===== src/source/gbCpu_defines.svh =====
`ifndef GBCPU_DEFINES_SVH
`define GBCPU_DEFINES_SVH

// --------------------
// Datapath widths
`define DATA_WIDTH 8
`define ADDR_WIDTH 16
`define UPC_WIDTH  6

`define RESET_PC 16'h0000

// --------------------
// Microcode ROM entry points
`define FLOW_NOP   6'd0
`define FLOW_LDRN  6'd1   // Two entries
`define FLOW_ALURR 6'd3
`define FLOW_INC16 6'd4
`define FLOW_DEC16 6'd5
`define FLOW_STHLA 6'd6   // Three entries
`define FLOW_JP    6'd9   // Four entries

`endif


===== src/source/cpuIsaPkg.sv =====
`default_nettype none
`include "gbCpu_defines.svh"

package cpuIsaPkg;

  // Codes 0..7 line up with the Z80 register field where 6 is (HL)
  typedef enum logic [4:0] {
    B       = 5'd0,
    C       = 5'd1,
    D       = 5'd2,
    E       = 5'd3,
    H       = 5'd4,
    L       = 5'd5,
    A       = 5'd7,
    BC      = 5'd8,   // Pairs 8..11 follow opcode bits [5:4]
    DE      = 5'd9,
    HL      = 5'd10,
    SP      = 5'd11,
    PC      = 5'd12,
    W       = 5'd13,
    Z       = 5'd14,
    WZ      = 5'd15,
    NULLREG = 5'd31   // Operand taken from the opcode
  } regCode_e;

  typedef struct packed {
    logic [1:0] group;
    logic [2:0] aluOp;
    logic [2:0] src;
  } aluView_t;

  typedef struct packed {
    logic [1:0] group;
    logic [2:0] dst;
    logic [2:0] src;
  } loadView_t;

  typedef union packed {
    logic [`DATA_WIDTH-1:0] raw;
    aluView_t aluView;
    loadView_t loadView;
  } opcodeWord_u;

endpackage

`default_nettype wire


===== src/source/uopPkg.sv =====
`default_nettype none
`include "gbCpu_defines.svh"

package uopPkg;

  typedef logic [`UPC_WIDTH-1:0] upc_t;

  // --------------------
  // Micro-op commands
  typedef enum logic [4:0] {
    nop   = 5'd0,
    sma   = 5'd1,   // Set memory address select
    srm   = 5'd2,   // Register from memory
    smw   = 5'd3,   // Memory write
    inc16 = 5'd4,
    dec16 = 5'd5,
    z80op = 5'd6,   // Register op decoded from the opcode
    spc   = 5'd7    // Load PC
  } uopCmd_e;

  typedef struct packed {
    logic incPc;
    logic endFlow;
    uopCmd_e cmd;
    cpuIsaPkg::regCode_e operand;
  } uop_t;

  // --------------------
  // Flow sequencer
  typedef enum logic [1:0] {
    AFTER_RESET = 2'd0,
    START_FLOW  = 2'd1,
    RUN_FLOW    = 2'd2,
    END_FLOW    = 2'd3
  } seqState_e;

endpackage

`default_nettype wire


===== src/source/regFileIf.sv =====
`timescale 1ns/1ps
`default_nettype none

interface regFileIf;
  cpuIsaPkg::regCode_e readSel;
  cpuIsaPkg::regCode_e writeSel;
  logic [15:0] writeData;
  logic writeEnable;
  logic addrSelLoad;   // Address select takes readSel
  logic incPc;
  logic loadPc;        // PC takes writeData
  logic [15:0] readData;
  logic [7:0] accumulator;

  modport exec (
    output readSel, writeSel, writeData, writeEnable, addrSelLoad, incPc, loadPc,
    input readData, accumulator
  );

  modport regs (
    input readSel, writeSel, writeData, writeEnable, addrSelLoad, incPc, loadPc,
    output readData, accumulator
  );
endinterface

`default_nettype wire


===== src/source/ucodeRom.sv =====
`timescale 1ns/1ps
`default_nettype none
`include "gbCpu_defines.svh"

module ucodeRom (
  input wire uopPkg::upc_t upc,
  input wire [`DATA_WIDTH-1:0] opcode,
  output uopPkg::uop_t uop,
  output uopPkg::upc_t flowIdx
);

  cpuIsaPkg::opcodeWord_u op;

  assign op = opcode;

  function automatic uopPkg::uop_t mkUop(input logic incPc, input logic endFlow,
                                         input uopPkg::uopCmd_e cmd,
                                         input cpuIsaPkg::regCode_e operand);
    mkUop = {incPc, endFlow, cmd, operand};
  endfunction

  // --------------------
  // Micro-program
  always_comb
  begin
    case (upc)
      `FLOW_NOP:       uop = mkUop(1'b1, 1'b1, uopPkg::nop, cpuIsaPkg::NULLREG);
      `FLOW_LDRN:      uop = mkUop(1'b1, 1'b0, uopPkg::nop, cpuIsaPkg::NULLREG);
      `FLOW_LDRN + 1:  uop = mkUop(1'b1, 1'b1, uopPkg::srm, cpuIsaPkg::NULLREG);
      `FLOW_ALURR:     uop = mkUop(1'b1, 1'b1, uopPkg::z80op, cpuIsaPkg::NULLREG);
      `FLOW_INC16:     uop = mkUop(1'b1, 1'b1, uopPkg::inc16, cpuIsaPkg::NULLREG);
      `FLOW_DEC16:     uop = mkUop(1'b1, 1'b1, uopPkg::dec16, cpuIsaPkg::NULLREG);
      `FLOW_STHLA:     uop = mkUop(1'b0, 1'b0, uopPkg::sma, cpuIsaPkg::HL);
      `FLOW_STHLA + 1: uop = mkUop(1'b0, 1'b0, uopPkg::smw, cpuIsaPkg::A);
      `FLOW_STHLA + 2: uop = mkUop(1'b1, 1'b1, uopPkg::sma, cpuIsaPkg::PC);
      `FLOW_JP:        uop = mkUop(1'b1, 1'b0, uopPkg::nop, cpuIsaPkg::NULLREG);
      `FLOW_JP + 1:    uop = mkUop(1'b1, 1'b0, uopPkg::srm, cpuIsaPkg::Z);  // Low byte
      `FLOW_JP + 2:    uop = mkUop(1'b0, 1'b0, uopPkg::srm, cpuIsaPkg::W);
      `FLOW_JP + 3:    uop = mkUop(1'b0, 1'b1, uopPkg::spc, cpuIsaPkg::WZ);
      default:         uop = mkUop(1'b0, 1'b1, uopPkg::nop, cpuIsaPkg::NULLREG);
    endcase
  end

  // Opcode to flow lookup with the (HL) field 110 left out
  always_comb
  begin
    flowIdx = `FLOW_NOP;
    if (opcode == 8'h77)
      flowIdx = `FLOW_STHLA;
    else if (opcode == 8'hC3)
      flowIdx = `FLOW_JP;
    else if (op.loadView.group == 2'b01 && op.loadView.dst != 3'b110 &&
             op.loadView.src != 3'b110)
      flowIdx = `FLOW_ALURR;
    else if (op.aluView.group == 2'b10 && op.aluView.aluOp inside {3'b100, 3'b101, 3'b110} &&
             op.aluView.src != 3'b110)
      flowIdx = `FLOW_ALURR;
    else if (op.loadView.group == 2'b00 && op.loadView.src == 3'b110 &&
             op.loadView.dst != 3'b110)
      flowIdx = `FLOW_LDRN;
    else if (op.loadView.group == 2'b00 && op.raw[3:0] == 4'h3)
      flowIdx = `FLOW_INC16;
    else if (op.loadView.group == 2'b00 && op.raw[3:0] == 4'hB)
      flowIdx = `FLOW_DEC16;
  end

endmodule

`default_nettype wire


===== src/source/microSequencer.sv =====
`timescale 1ns/1ps
`default_nettype none
`include "gbCpu_defines.svh"

module microSequencer (
  input wire iClock,
  input wire rst,
  input wire endFlow,
  input wire uopPkg::upc_t flowIdx,
  input wire [`DATA_WIDTH-1:0] mcuDataIn,
  output uopPkg::upc_t upc,
  output logic flowActive,
  output cpuIsaPkg::opcodeWord_u curOpcode
);

  uopPkg::seqState_e state;
  uopPkg::seqState_e nextState;

  // --------------------
  // Flow state machine
  always_ff @(posedge iClock)
  begin
    if (rst)
      state <= uopPkg::AFTER_RESET;
    else
      state <= nextState;
  end

  always_comb
  begin
    case (state)
      uopPkg::AFTER_RESET: nextState = uopPkg::START_FLOW;
      uopPkg::START_FLOW:  nextState = uopPkg::RUN_FLOW;
      uopPkg::RUN_FLOW:    nextState = endFlow ? uopPkg::END_FLOW : uopPkg::RUN_FLOW;
      uopPkg::END_FLOW:    nextState = uopPkg::START_FLOW;
      default:             nextState = uopPkg::AFTER_RESET;
    endcase
  end

  assign flowActive = (state == uopPkg::RUN_FLOW);

  always_ff @(posedge iClock)
  begin
    if (rst)
      upc <= `FLOW_NOP;
    else if (state == uopPkg::START_FLOW)
      upc <= flowIdx;                  // Flow entry from the fetched byte
    else if (flowActive)
      upc <= upc + 1'b1;
  end

  // Opcode stays put for the rest of the flow
  always_ff @(posedge iClock)
  begin
    if (state == uopPkg::START_FLOW)
      curOpcode <= mcuDataIn;
  end

  flowEndsAssert: assert property (@(posedge iClock) disable iff (rst)
    (state == uopPkg::RUN_FLOW && endFlow) |=> (state == uopPkg::END_FLOW))
    else $error("Flow did not close after endFlow");

endmodule

`default_nettype wire


===== src/source/regFile.sv =====
`timescale 1ns/1ps
`default_nettype none
`include "gbCpu_defines.svh"

module regFile (
  input wire iClock,
  input wire rst,
  regFileIf.regs regs,
  output logic [`ADDR_WIDTH-1:0] mcuAddr
);

  localparam int PadWidth = `ADDR_WIDTH - `DATA_WIDTH;
  localparam logic [`ADDR_WIDTH-1:0] SpReset = 16'hFFFE;

  logic [`DATA_WIDTH-1:0] regB, regC, regD, regE, regH, regL, regA;
  logic [`DATA_WIDTH-1:0] regW, regZ;
  logic [`DATA_WIDTH-1:0] lowByte;
  logic [`ADDR_WIDTH-1:0] sp;
  logic [`ADDR_WIDTH-1:0] pc;
  cpuIsaPkg::regCode_e addrSel;

  assign lowByte = regs.writeData[`DATA_WIDTH-1:0];
  assign regs.accumulator = regA;

  function automatic logic [`ADDR_WIDTH-1:0] regValue(input cpuIsaPkg::regCode_e code);
    case (code)
      cpuIsaPkg::B:  regValue = {{PadWidth{1'b0}}, regB};
      cpuIsaPkg::C:  regValue = {{PadWidth{1'b0}}, regC};
      cpuIsaPkg::D:  regValue = {{PadWidth{1'b0}}, regD};
      cpuIsaPkg::E:  regValue = {{PadWidth{1'b0}}, regE};
      cpuIsaPkg::H:  regValue = {{PadWidth{1'b0}}, regH};
      cpuIsaPkg::L:  regValue = {{PadWidth{1'b0}}, regL};
      cpuIsaPkg::A:  regValue = {{PadWidth{1'b0}}, regA};
      cpuIsaPkg::W:  regValue = {{PadWidth{1'b0}}, regW};
      cpuIsaPkg::Z:  regValue = {{PadWidth{1'b0}}, regZ};
      cpuIsaPkg::BC: regValue = {regB, regC};
      cpuIsaPkg::DE: regValue = {regD, regE};
      cpuIsaPkg::HL: regValue = {regH, regL};
      cpuIsaPkg::WZ: regValue = {regW, regZ};
      cpuIsaPkg::SP: regValue = sp;
      cpuIsaPkg::PC: regValue = pc;
      default:       regValue = '0;
    endcase
  endfunction

  always_comb
  begin
    regs.readData = regValue(regs.readSel);
    mcuAddr = regValue(addrSel);
  end

  always_ff @(posedge iClock)
  begin
    if (regs.writeEnable)
    begin
      case (regs.writeSel)
        cpuIsaPkg::B:  regB <= lowByte;
        cpuIsaPkg::C:  regC <= lowByte;
        cpuIsaPkg::D:  regD <= lowByte;
        cpuIsaPkg::E:  regE <= lowByte;
        cpuIsaPkg::H:  regH <= lowByte;
        cpuIsaPkg::L:  regL <= lowByte;
        cpuIsaPkg::A:  regA <= lowByte;
        cpuIsaPkg::W:  regW <= lowByte;
        cpuIsaPkg::Z:  regZ <= lowByte;
        cpuIsaPkg::BC: {regB, regC} <= regs.writeData;
        cpuIsaPkg::DE: {regD, regE} <= regs.writeData;
        cpuIsaPkg::HL: {regH, regL} <= regs.writeData;
        cpuIsaPkg::WZ: {regW, regZ} <= regs.writeData;
        default: ;
      endcase
    end
  end

  // PC, SP and the address select
  always_ff @(posedge iClock)
  begin
    if (rst)
    begin
      pc <= `RESET_PC;
      sp <= SpReset;
      addrSel <= cpuIsaPkg::PC;
    end
    else
    begin
      if (regs.loadPc)
        pc <= regs.writeData;
      else if (regs.incPc)
        pc <= pc + 1'b1;
      if (regs.writeEnable && regs.writeSel == cpuIsaPkg::SP)
        sp <= regs.writeData;
      if (regs.addrSelLoad)
        addrSel <= regs.readSel;
    end
  end

  pcCtrlAssert: assert property (@(posedge iClock) disable iff (rst)
    !(regs.loadPc && regs.incPc))
    else $error("PC load and increment in the same cycle");

endmodule

`default_nettype wire


===== src/source/uopExecute.sv =====
`timescale 1ns/1ps
`default_nettype none
`include "gbCpu_defines.svh"

module uopExecute (
  input wire iClock,
  input wire rst,
  input wire uopPkg::uop_t uop,
  input wire flowActive,
  input wire cpuIsaPkg::opcodeWord_u curOpcode,
  input wire [`DATA_WIDTH-1:0] mcuDataIn,
  regFileIf.exec regs,
  output logic [`DATA_WIDTH-1:0] mcuDataOut,
  output logic mcuWe,
  output logic mcuReadRequest
);

  localparam int PadWidth = `ADDR_WIDTH - `DATA_WIDTH;

  cpuIsaPkg::regCode_e operandReg;
  cpuIsaPkg::regCode_e srcReg;
  cpuIsaPkg::regCode_e dstReg;
  logic [`DATA_WIDTH-1:0] aluResult;
  logic readReqQ;

  assign srcReg = cpuIsaPkg::regCode_e'({2'b00, curOpcode.aluView.src});
  assign dstReg = cpuIsaPkg::regCode_e'({2'b00, curOpcode.loadView.dst});

  // NULLREG operand resolves from the opcode
  always_comb
  begin
    if (uop.operand != cpuIsaPkg::NULLREG)
      operandReg = uop.operand;
    else if (uop.cmd inside {uopPkg::inc16, uopPkg::dec16})
      operandReg = cpuIsaPkg::regCode_e'({3'b010, curOpcode.loadView.dst[2:1]});  // BC..SP
    else
      operandReg = dstReg;
  end

  // --------------------
  // Logic ops against A
  always_comb
  begin
    case (curOpcode.aluView.aluOp)
      3'b100:  aluResult = regs.accumulator & regs.readData[`DATA_WIDTH-1:0];
      3'b101:  aluResult = regs.accumulator ^ regs.readData[`DATA_WIDTH-1:0];
      3'b110:  aluResult = regs.accumulator | regs.readData[`DATA_WIDTH-1:0];
      default: aluResult = regs.accumulator;
    endcase
  end

  // --------------------
  // Micro-op decode
  always_comb
  begin
    regs.readSel = operandReg;
    regs.writeSel = operandReg;
    regs.writeData = regs.readData;
    regs.writeEnable = 1'b0;
    regs.addrSelLoad = 1'b0;
    regs.incPc = flowActive && uop.incPc;
    regs.loadPc = 1'b0;
    mcuWe = 1'b0;
    if (flowActive)
    begin
      case (uop.cmd)
        uopPkg::sma: regs.addrSelLoad = 1'b1;
        uopPkg::srm:
        begin
          regs.writeData = {{PadWidth{1'b0}}, mcuDataIn};
          regs.writeEnable = 1'b1;
        end
        uopPkg::smw: mcuWe = 1'b1;
        uopPkg::inc16:
        begin
          regs.writeData = regs.readData + 1'b1;   // Carry crosses into the high byte
          regs.writeEnable = 1'b1;
        end
        uopPkg::dec16:
        begin
          regs.writeData = regs.readData - 1'b1;
          regs.writeEnable = 1'b1;
        end
        uopPkg::spc: regs.loadPc = 1'b1;
        uopPkg::z80op:
        begin
          regs.readSel = srcReg;
          if (curOpcode.loadView.group == 2'b01)
          begin
            regs.writeSel = dstReg;
            regs.writeEnable = 1'b1;
          end
          else if (curOpcode.aluView.group == 2'b10)
          begin
            regs.writeSel = cpuIsaPkg::A;
            regs.writeData = {{PadWidth{1'b0}}, aluResult};
            regs.writeEnable = 1'b1;
          end
        end
        default: ;
      endcase
    end
  end

  assign mcuDataOut = regs.readData[`DATA_WIDTH-1:0];

  // Only an address select back to PC starts a read
  always_ff @(posedge iClock)
  begin
    if (rst)
      readReqQ <= 1'b0;
    else
      readReqQ <= flowActive && uop.cmd == uopPkg::sma && uop.operand == cpuIsaPkg::PC;
  end

  assign mcuReadRequest = readReqQ;

  busExclusiveAssert: assert property (@(posedge iClock) disable iff (rst)
    mcuWe |-> !mcuReadRequest)
    else $error("Write strobe during read request");

endmodule

`default_nettype wire


===== src/source/gbCpu.sv =====
`timescale 1ns/1ps
`default_nettype none

module gbCpu (
  input wire iClock,
  input wire rst,
  input wire [7:0] mcuDataIn,
  output logic [7:0] mcuDataOut,
  output logic [15:0] mcuAddr,
  output logic mcuReadRequest,
  output logic mcuWe
);

  uopPkg::upc_t upc;
  uopPkg::upc_t flowIdx;
  uopPkg::uop_t uop;
  logic flowActive;
  cpuIsaPkg::opcodeWord_u curOpcode;

  regFileIf regBus();

  microSequencer u_sequencer (
    .iClock     (iClock),
    .rst        (rst),
    .endFlow    (uop.endFlow),
    .flowIdx    (flowIdx),
    .mcuDataIn  (mcuDataIn),
    .upc        (upc),
    .flowActive (flowActive),
    .curOpcode  (curOpcode)
  );

  ucodeRom u_rom (
    .upc     (upc),
    .opcode  (mcuDataIn),   // Flow lookup on the fetched byte
    .uop     (uop),
    .flowIdx (flowIdx)
  );

  uopExecute u_exec (
    .iClock         (iClock),
    .rst            (rst),
    .uop            (uop),
    .flowActive     (flowActive),
    .curOpcode      (curOpcode),
    .mcuDataIn      (mcuDataIn),
    .regs           (regBus.exec),
    .mcuDataOut     (mcuDataOut),
    .mcuWe          (mcuWe),
    .mcuReadRequest (mcuReadRequest)
  );

  regFile u_regs (
    .iClock  (iClock),
    .rst     (rst),
    .regs    (regBus.regs),
    .mcuAddr (mcuAddr)
  );

endmodule

`default_nettype wire


===== config.mk =====
export PLATFORM = sky130hd
export DESIGN_NAME = gbCpu
export DESIGN_NICKNAME = d
export VERILOG_FILES = /design/src/source/cpuIsaPkg.sv /design/src/source/uopPkg.sv /design/src/source/regFileIf.sv /design/src/source/ucodeRom.sv /design/src/source/microSequencer.sv /design/src/source/regFile.sv /design/src/source/uopExecute.sv /design/src/source/gbCpu.sv
export VERILOG_INCLUDE_DIRS = /design/src /design/src/source
export SDC_FILE = /design/constraint.sdc
export NUM_CORES = 1
export LEC_CHECK = 0
export ABC_AREA = 0
export BUFFER_PORTS_ARGS = -buffer_cell sky130_fd_sc_hd__buf_2
export CAP_MARGIN = 25
export CORE_MARGIN = 2
export CORE_UTILIZATION = 35
export DETAILED_ROUTE_END_ITERATION = 10
export GPL_ROUTABILITY_DRIVEN = 0
export MAX_ROUTING_LAYER = met4
export REMOVE_ABC_BUFFERS = 1
export SLEW_MARGIN = 5
export SYNTH_ARGS = -nofsm -noshare
export SYNTH_HDL_FRONTEND = slang
export SYNTH_SLANG_ARGS = --single-unit

===== constraint.sdc =====
create_clock -name iClock -period 9.37 [get_ports iClock]
set_clock_uncertainty 0.05 [all_clocks]
set_input_delay 0.4685 -clock iClock [delete_from_list [all_inputs] [get_ports iClock]]
set_output_delay 0.4685 -clock iClock [all_outputs]
set_load 0.01 [all_outputs]

## Yosys cells after proc, flatten, opt, wreduce, memory -nomap -nowiden

Memory sizes are Yosys's and may differ from the RTL's. A register that Yosys moved wholly into a read port is not among the register bits.
Index checks and enable logic that the tools add are counted.

| word-level totals | value |
|---|---|
| bits in read-only memories | 160 |
| word-level logic and storage cells | 180 |
| output and inout bits | 26 |
| input port bits | 10 |
| memories kept | 1 |
| register bits after elaboration | 126 |

Memory list:

| name | words | bits a word | read ports | clocked after Yosys merged registers in | write ports | line | RTL |
|---|---|---|---|---|---|---|---|
| (name not given) | 16 | 10 | 1 | 1 | 0 | ucodeRom.sv:26 | `case (upc)` |

| cells by class | value |
|---|---|
| $add $sub $neg | 4 |
| equality and inequality tests | 70 |
| reduce and logical (&&, ||, !) cells | 41 |
| bitwise gates (word level) | 3 |
| mux-type cells | 45 |

Operator list:

| operator | number |
|---|---|
| $pmux 16 s15 | 2 |
| $eq 5x4->1 const B | 24 |
| $mux 16 | 5 |
| $eq 5x3->1 const B | 13 |
| $pmux 16 s4 | 1 |
| $pmux 8 s2 | 4 |
| $mux 6 | 8 |
| $eq 5x2->1 const B | 8 |
| $mux 5 | 7 |
| $add 16x1->16 const B | 2 |
| $pmux 8 s3 | 1 |
| $eq 3x3->1 const B | 7 |
| $eq 5x1->1 const B | 4 |
| $reduce_and 2->1 | 9 |
| $sub 16x1->16 const B | 1 |
| $logic_not 5->1 | 3 |
| $reduce_bool 2->1 | 7 |
| $logic_and 1x1->1 | 12 |
| $mux 12 | 1 |
| $mux 4 | 3 |
| $mux 1 | 10 |
| $reduce_or 2->1 | 5 |
| $and 8x8->8 | 1 |
| $eq 2x2->1 const B | 4 |
| 16 further kinds | 21 |

## Longest topological paths before layout

| logic depth | value |
|---|---|
| depth after elaboration | 17 |
| gate-level depth with buffers | 27 |
| gate-level depth less buffers | 24 |

## By module

Synthesis repeated with hierarchy kept, for this count alone.

| unflattened totals | value |
|---|---|
| cell total of the unflattened synthesis | 1092 |
| area total of the unflattened synthesis | 9879.5 µm² |

By module, submodules not included:

| module | times used | cells an instance | seq. area each (µm²) | area an instance (µm²) |
|---|---|---|---|---|
| regFile | 1 | 669 | 2902.8 | 6718.9 |
| uopExecute | 1 | 290 | 20.0 | 2011.9 |
| microSequencer | 1 | 64 | 400.4 | 701.9 |
| ucodeRom | 1 | 69 | 0.0 | 446.7 |

## Worst setup path before layout

OpenSTA, ideal clock, no wires.

| timing path | value |
|---|---|
| path kind | register to register |
| start | register u_sequencer.upc[5] |
| end | register u_regs.regH[7], data pin |
| data required time | 9.060 ns |
| period minus slack after synthesis | 5.759 ns |
| stages on the path, launching flop included | 26 |
| library setup time | 0.260 ns |
| path buffers | 4 |
| path slack | 3.611 ns |
| data arrival time | 5.449 ns |
| path through | dfxtp_1 buf_6 nor4b_4 buf_6 mux2_1 o22a_2 mux2i_1 clkbuf_1 nor2_1 clkbuf_1 a222oi_1 nand2_1 a221oi_1 nand3_1 ha_1 a21oi_1 o21bai_1 a211oi_1 o21a_1 nor3_1 a221o_1 a21o_1 and2_1 o21ai_4 nand3_4 mux2_2 |

| between the ends | value |
|---|---|
| elaborated cells on any way between the ends | 45 |
| classes of those cells | add/sub: 2; eq/ne: 21; mux: 16; bitwise: 3; reduce/logical: 3 |

RTL lines:

| element | line | RTL |
|---|---|---|
| from (decl) | microSequencer.sv:11 | `output uopPkg::upc_t upc,` |
| from (signal assigned) | microSequencer.sv:45 | `` upc <= `FLOW_NOP; `` |
| from (signal assigned) | microSequencer.sv:47 | `upc <= flowIdx;` |
| from (signal assigned) | microSequencer.sv:49 | `upc <= upc + 1'b1;` |
| $logic_not 2->1 (*) | ucodeRom.sv:26 |  |
| $mux 12 (*) | ucodeRom.sv:26 |  |
| $eq 5x3->1 | uopExecute.sv:34 | `else if (uop.cmd inside {uopPkg::inc16, uopPkg::dec16})` |
| $reduce_bool 2->1 | uopExecute.sv:34 |  |
| $mux 4 | uopExecute.sv:34 |  |
| $mux 5 | uopExecute.sv:32 | `if (uop.operand != cpuIsaPkg::NULLREG)` |
| $mux 5 | uopExecute.sv:66 | `case (uop.cmd)` |
| $mux 5 (*) | uopExecute.sv:64 | `if (flowActive)` |
| $eq 5x4->1 (tied with other cells) | regFile.sv:26 | `case (code)` |
| $pmux 16 s15 (*) | regFile.sv:26 |  |
| named net mcuDataOut[6] | gbCpu.sv:8 | `output logic [7:0] mcuDataOut,` |
| $sub 16x1->16 or $add 16x1->16 (tied branches) | uopExecute.sv:81, uopExecute.sv:76 |  |
| $pmux 16 s4 (*) | uopExecute.sv:66 |  |
| $mux 16 (*) | uopExecute.sv:64 |  |
| $pmux 8 s2 (*) | regFile.sv:56 | `case (regs.writeSel)` |
| to (signal assigned) | regFile.sv:61 | `cpuIsaPkg::H: regH <= lowByte;` |
| to (signal assigned) | regFile.sv:68 | `cpuIsaPkg::HL: {regH, regL} <= regs.writeData;` |
| to (decl) | regFile.sv:15 | `` logic [`DATA_WIDTH-1:0] regB, regC, regD, regE, regH, regL, regA; `` |

Mark *: on every way through the listed nets, which the timed path passes. The rest lies on a longest branch.
A chain may end at the register's enable or synchronous reset.

==> metrics.md <==
| Metric | Value |
|---|---|
| Status | complete, no violations |
| Hold EP | u_sequencer.curOpcode[5] |
| Max Slew Vio Count | 0 |
| DRT Wirelength | 35,700 µm |
| Initial core utilization | 35.7% |
| ANT nets after route | 0 |
| Hold Path Origin | mcuDataIn[5] |
| Rows | 60 |
| Max_cap viols | 0 |
| Non-Filler Instances | 1,438 |
| Post-route minimum period | 7.42 ns |
| Layout cell share with drive strength beyond 1 | 12.1% |
| Die Y | 170 µm |
| TritonRoute pass-1 iters | 8 |
| DP Wirelength | 26,400 µm |
| Vias per cell | 6.49 |
| Number of buffers created by CTS | 17 |
| Placed Area | 10,100 µm² |
| CTS Sinks | 136 |
| Postcts setup bufs | 0 |
| Worst Reg-to-Reg Cells | 19 |
| Commonest non-fill, non-tap cell in the layout | nand2_1 |
| Vias post-DR | 9,331 |
| CP max-delay cell | o21a_1 |
| Most frequent cells in the layout | nand2_1, nor2_1, edfxtp_1 |
| Post-synthesis async set-or-reset flop share | 0% |
| R2R Setup Slk | 1.95 ns |
| Core area | 27,000 µm² |
| I/O Pins | 36 |
| Diodes inserted | 0 |
| Synth cell types | 91 |
| Die area | 28,800 µm² |
| RSZ-0062 raised after global routing | no |
| Cells after Synth | 1,065 |
| Rel. slew slack | 23.0% |
| CTS hold repair buffers | 0 |
| Critical Path Start Type | register |
| First-pass GRT wire length | 54,000 µm |
| Design Area, Final | 10,700 µm² |
| Routed length per instance | 24.8 µm |
| Largest net degree at the start of global routing | 51 |
| Setup_tns | 0 ns |
| Total Nets Final | 1,135 |
| Delay of the slowest critical-path stage | 0.85 ns |
| Worst Path Max Fanout | 26 |
| Maximum vdd drop | 0.147 mV |
| Largest regs | u_regs.pc: 16 flops, u_regs.sp: 16 flops |
| Hold Path Depth | 1 |
| GRT Total Usage | 25.6% |
| Mapped Avg Cell Area | 9.03 µm² |
| Crit path DAT | 7.50 ns |
| CTS tree | done |
| WP data required | 9.45 ns |
| DRC viols | 0 |
| Reg-to-Reg End | u_regs.regZ[6] |
| Dominant cells by area after synthesis | edfxtp_1, dfxtp_1, ha_1, a22oi_1, mux2i_1 |
| Worst slew pin tran | 1.15 ns |
| Initial DRC Count | 1,344 |
| Crit Path Category | register to register |
| EDFF count, synth | 80 |
| Layout area overhead | 11.6% |
| Power Density | 308 nW/µm² |
| GRT overflow | 0 |
| Seq/Total Area, Yosys | 36.6% |
| Reg clk slew, reported paths | 0.07 ns |
| Placed Cells | 1,403 |
| Area leader, netlist | edfxtp_1 |
| Synthesized flop and latch total | 136 |
| Worst Hold Class | input port to register |
| Synth warn | 0 |
| Clk buf depth | 2 |
| Mapped Area | 9620 µm² |
| CP Cell Sequence | nor4b_4, mux2_1, o22ai_2, o21a_1, nor2_1, a222oi_1, nand2_1, a2111oi_0, inv_1, ha_1, o21ai_0, nand2b_1, a21o_1, a21oi_1, xnor2_1, a22oi_1, a21oi_1, o21ai_1, inv_1 |
| Fin crit share | 79.1% |
| Synth top area share | 25.0% |
| CTS resizes | 0 |
| Crit. End Element | register |
| Vias in the first global route | 8,726 |
| Setup-violating endpoint count in the final report | 0 |
| Total Power | 3.30 mW |
| Port Buf Inserts | 35 |
| Final Hold Fails | 0 |
| Die W | 170 µm |
| Max Clk Rate | 135 MHz |
| P_leak | 4.05 nW |
| Clock latency at the later pin of the worst-skew pair | 0.44 ns |
| Clk root buf | clkbuf_16 |
| Initial antenna violation count | 1 |
| H-tree depth | 4 |
| Top_reg_cell synth | edfxtp_1 |
## worst max-delay path by stage
stage	end	start	cells past startpoint	slack, ns
6_report	u_regs.regZ[6]	register	19	1.95
5_1_grt	u_regs.regC[6]	register	20	1.51
2_1_floorplan	u_regs.regH[7]	register	21	3.40
4_1_cts	u_regs.regZ[6]	register	19	2.19
3_3_place_gp	u_regs.regC[6]	register	20	2.40
3_5_place_dp	u_regs.regC[6]	register	19	2.22
## cell usage after synthesis (25+ instances only)
master    instances
nand2_1          93
nor2_1           85
edfxtp_1         80
a21oi_1          62
dfxtp_1          56
a22oi_1          51
clkbuf_1         42
nand3_1          41
ha_1             40
inv_1            38
mux2i_1          38
o21ai_0          38
nor3_1           35
a221oi_1         25
## metrics by stage
step	util (%)	setup WS (ns)	hold slack, ns
after floorplan	-	3.40	0.394
after CTS	39.8	2.19	0.230
after global routing	39.8	1.51	0.240
after global placement	37.4	2.40	0.462
after detailed placement	37.5	2.22	0.462
final	39.8	1.95	0.230
## kinds of logic after synthesis
family,count (synthesis),share of synthesized area (%)
AND/OR/NAND/NOR,378,20.1
AO/OA/AOI/OAI,334,25.2
flip-flops,136,36.6
buffers and inverters,97,4.38
multiplexers,53,5.86
adder cells (fa/ha/maj),41,5.41
XOR/XNOR,26,2.44
## layer usage
metal  part of all wire (%)  GRT usage, %
met5                      0             -
met2                     42          36.8
met4                    4.4          10.7
met3                     13          6.46
met1                     41          34.1
## final cells by class
type / instances / area, µm²
clock buffers: 19 / 433
repair buffers: 58 / 340
clock inverters: 13 / 170
well taps: 341 / 427
flip-flops and latches: 136 / 3520
inverters: 39 / 149
fillers: 2639 / 16200
multi-input cells: 832 / 5690
## report_power, final
group / leakage, nW / total (mW) / internal (mW) / switching, mW
registers: 1.18 / 0.864 / 0.807 / 0.0572
logic: 2.58 / 1.73 / 0.563 / 1.17
clock network: 0.290 / 0.707 / 0.423 / 0.284
## worst max-delay path: cells and delay by family, from the launching register on
family          cells  cell delay (ns)
compound gates     10             3.81
xor+xnor            1             0.12
fa+ha+maj           1             0.38
buf+inv             2             0.43
flops               1             0.53
mux                 1             0.40
simple gates        4             1.38
No activity file was read; power rests on OpenSTA's default activity.
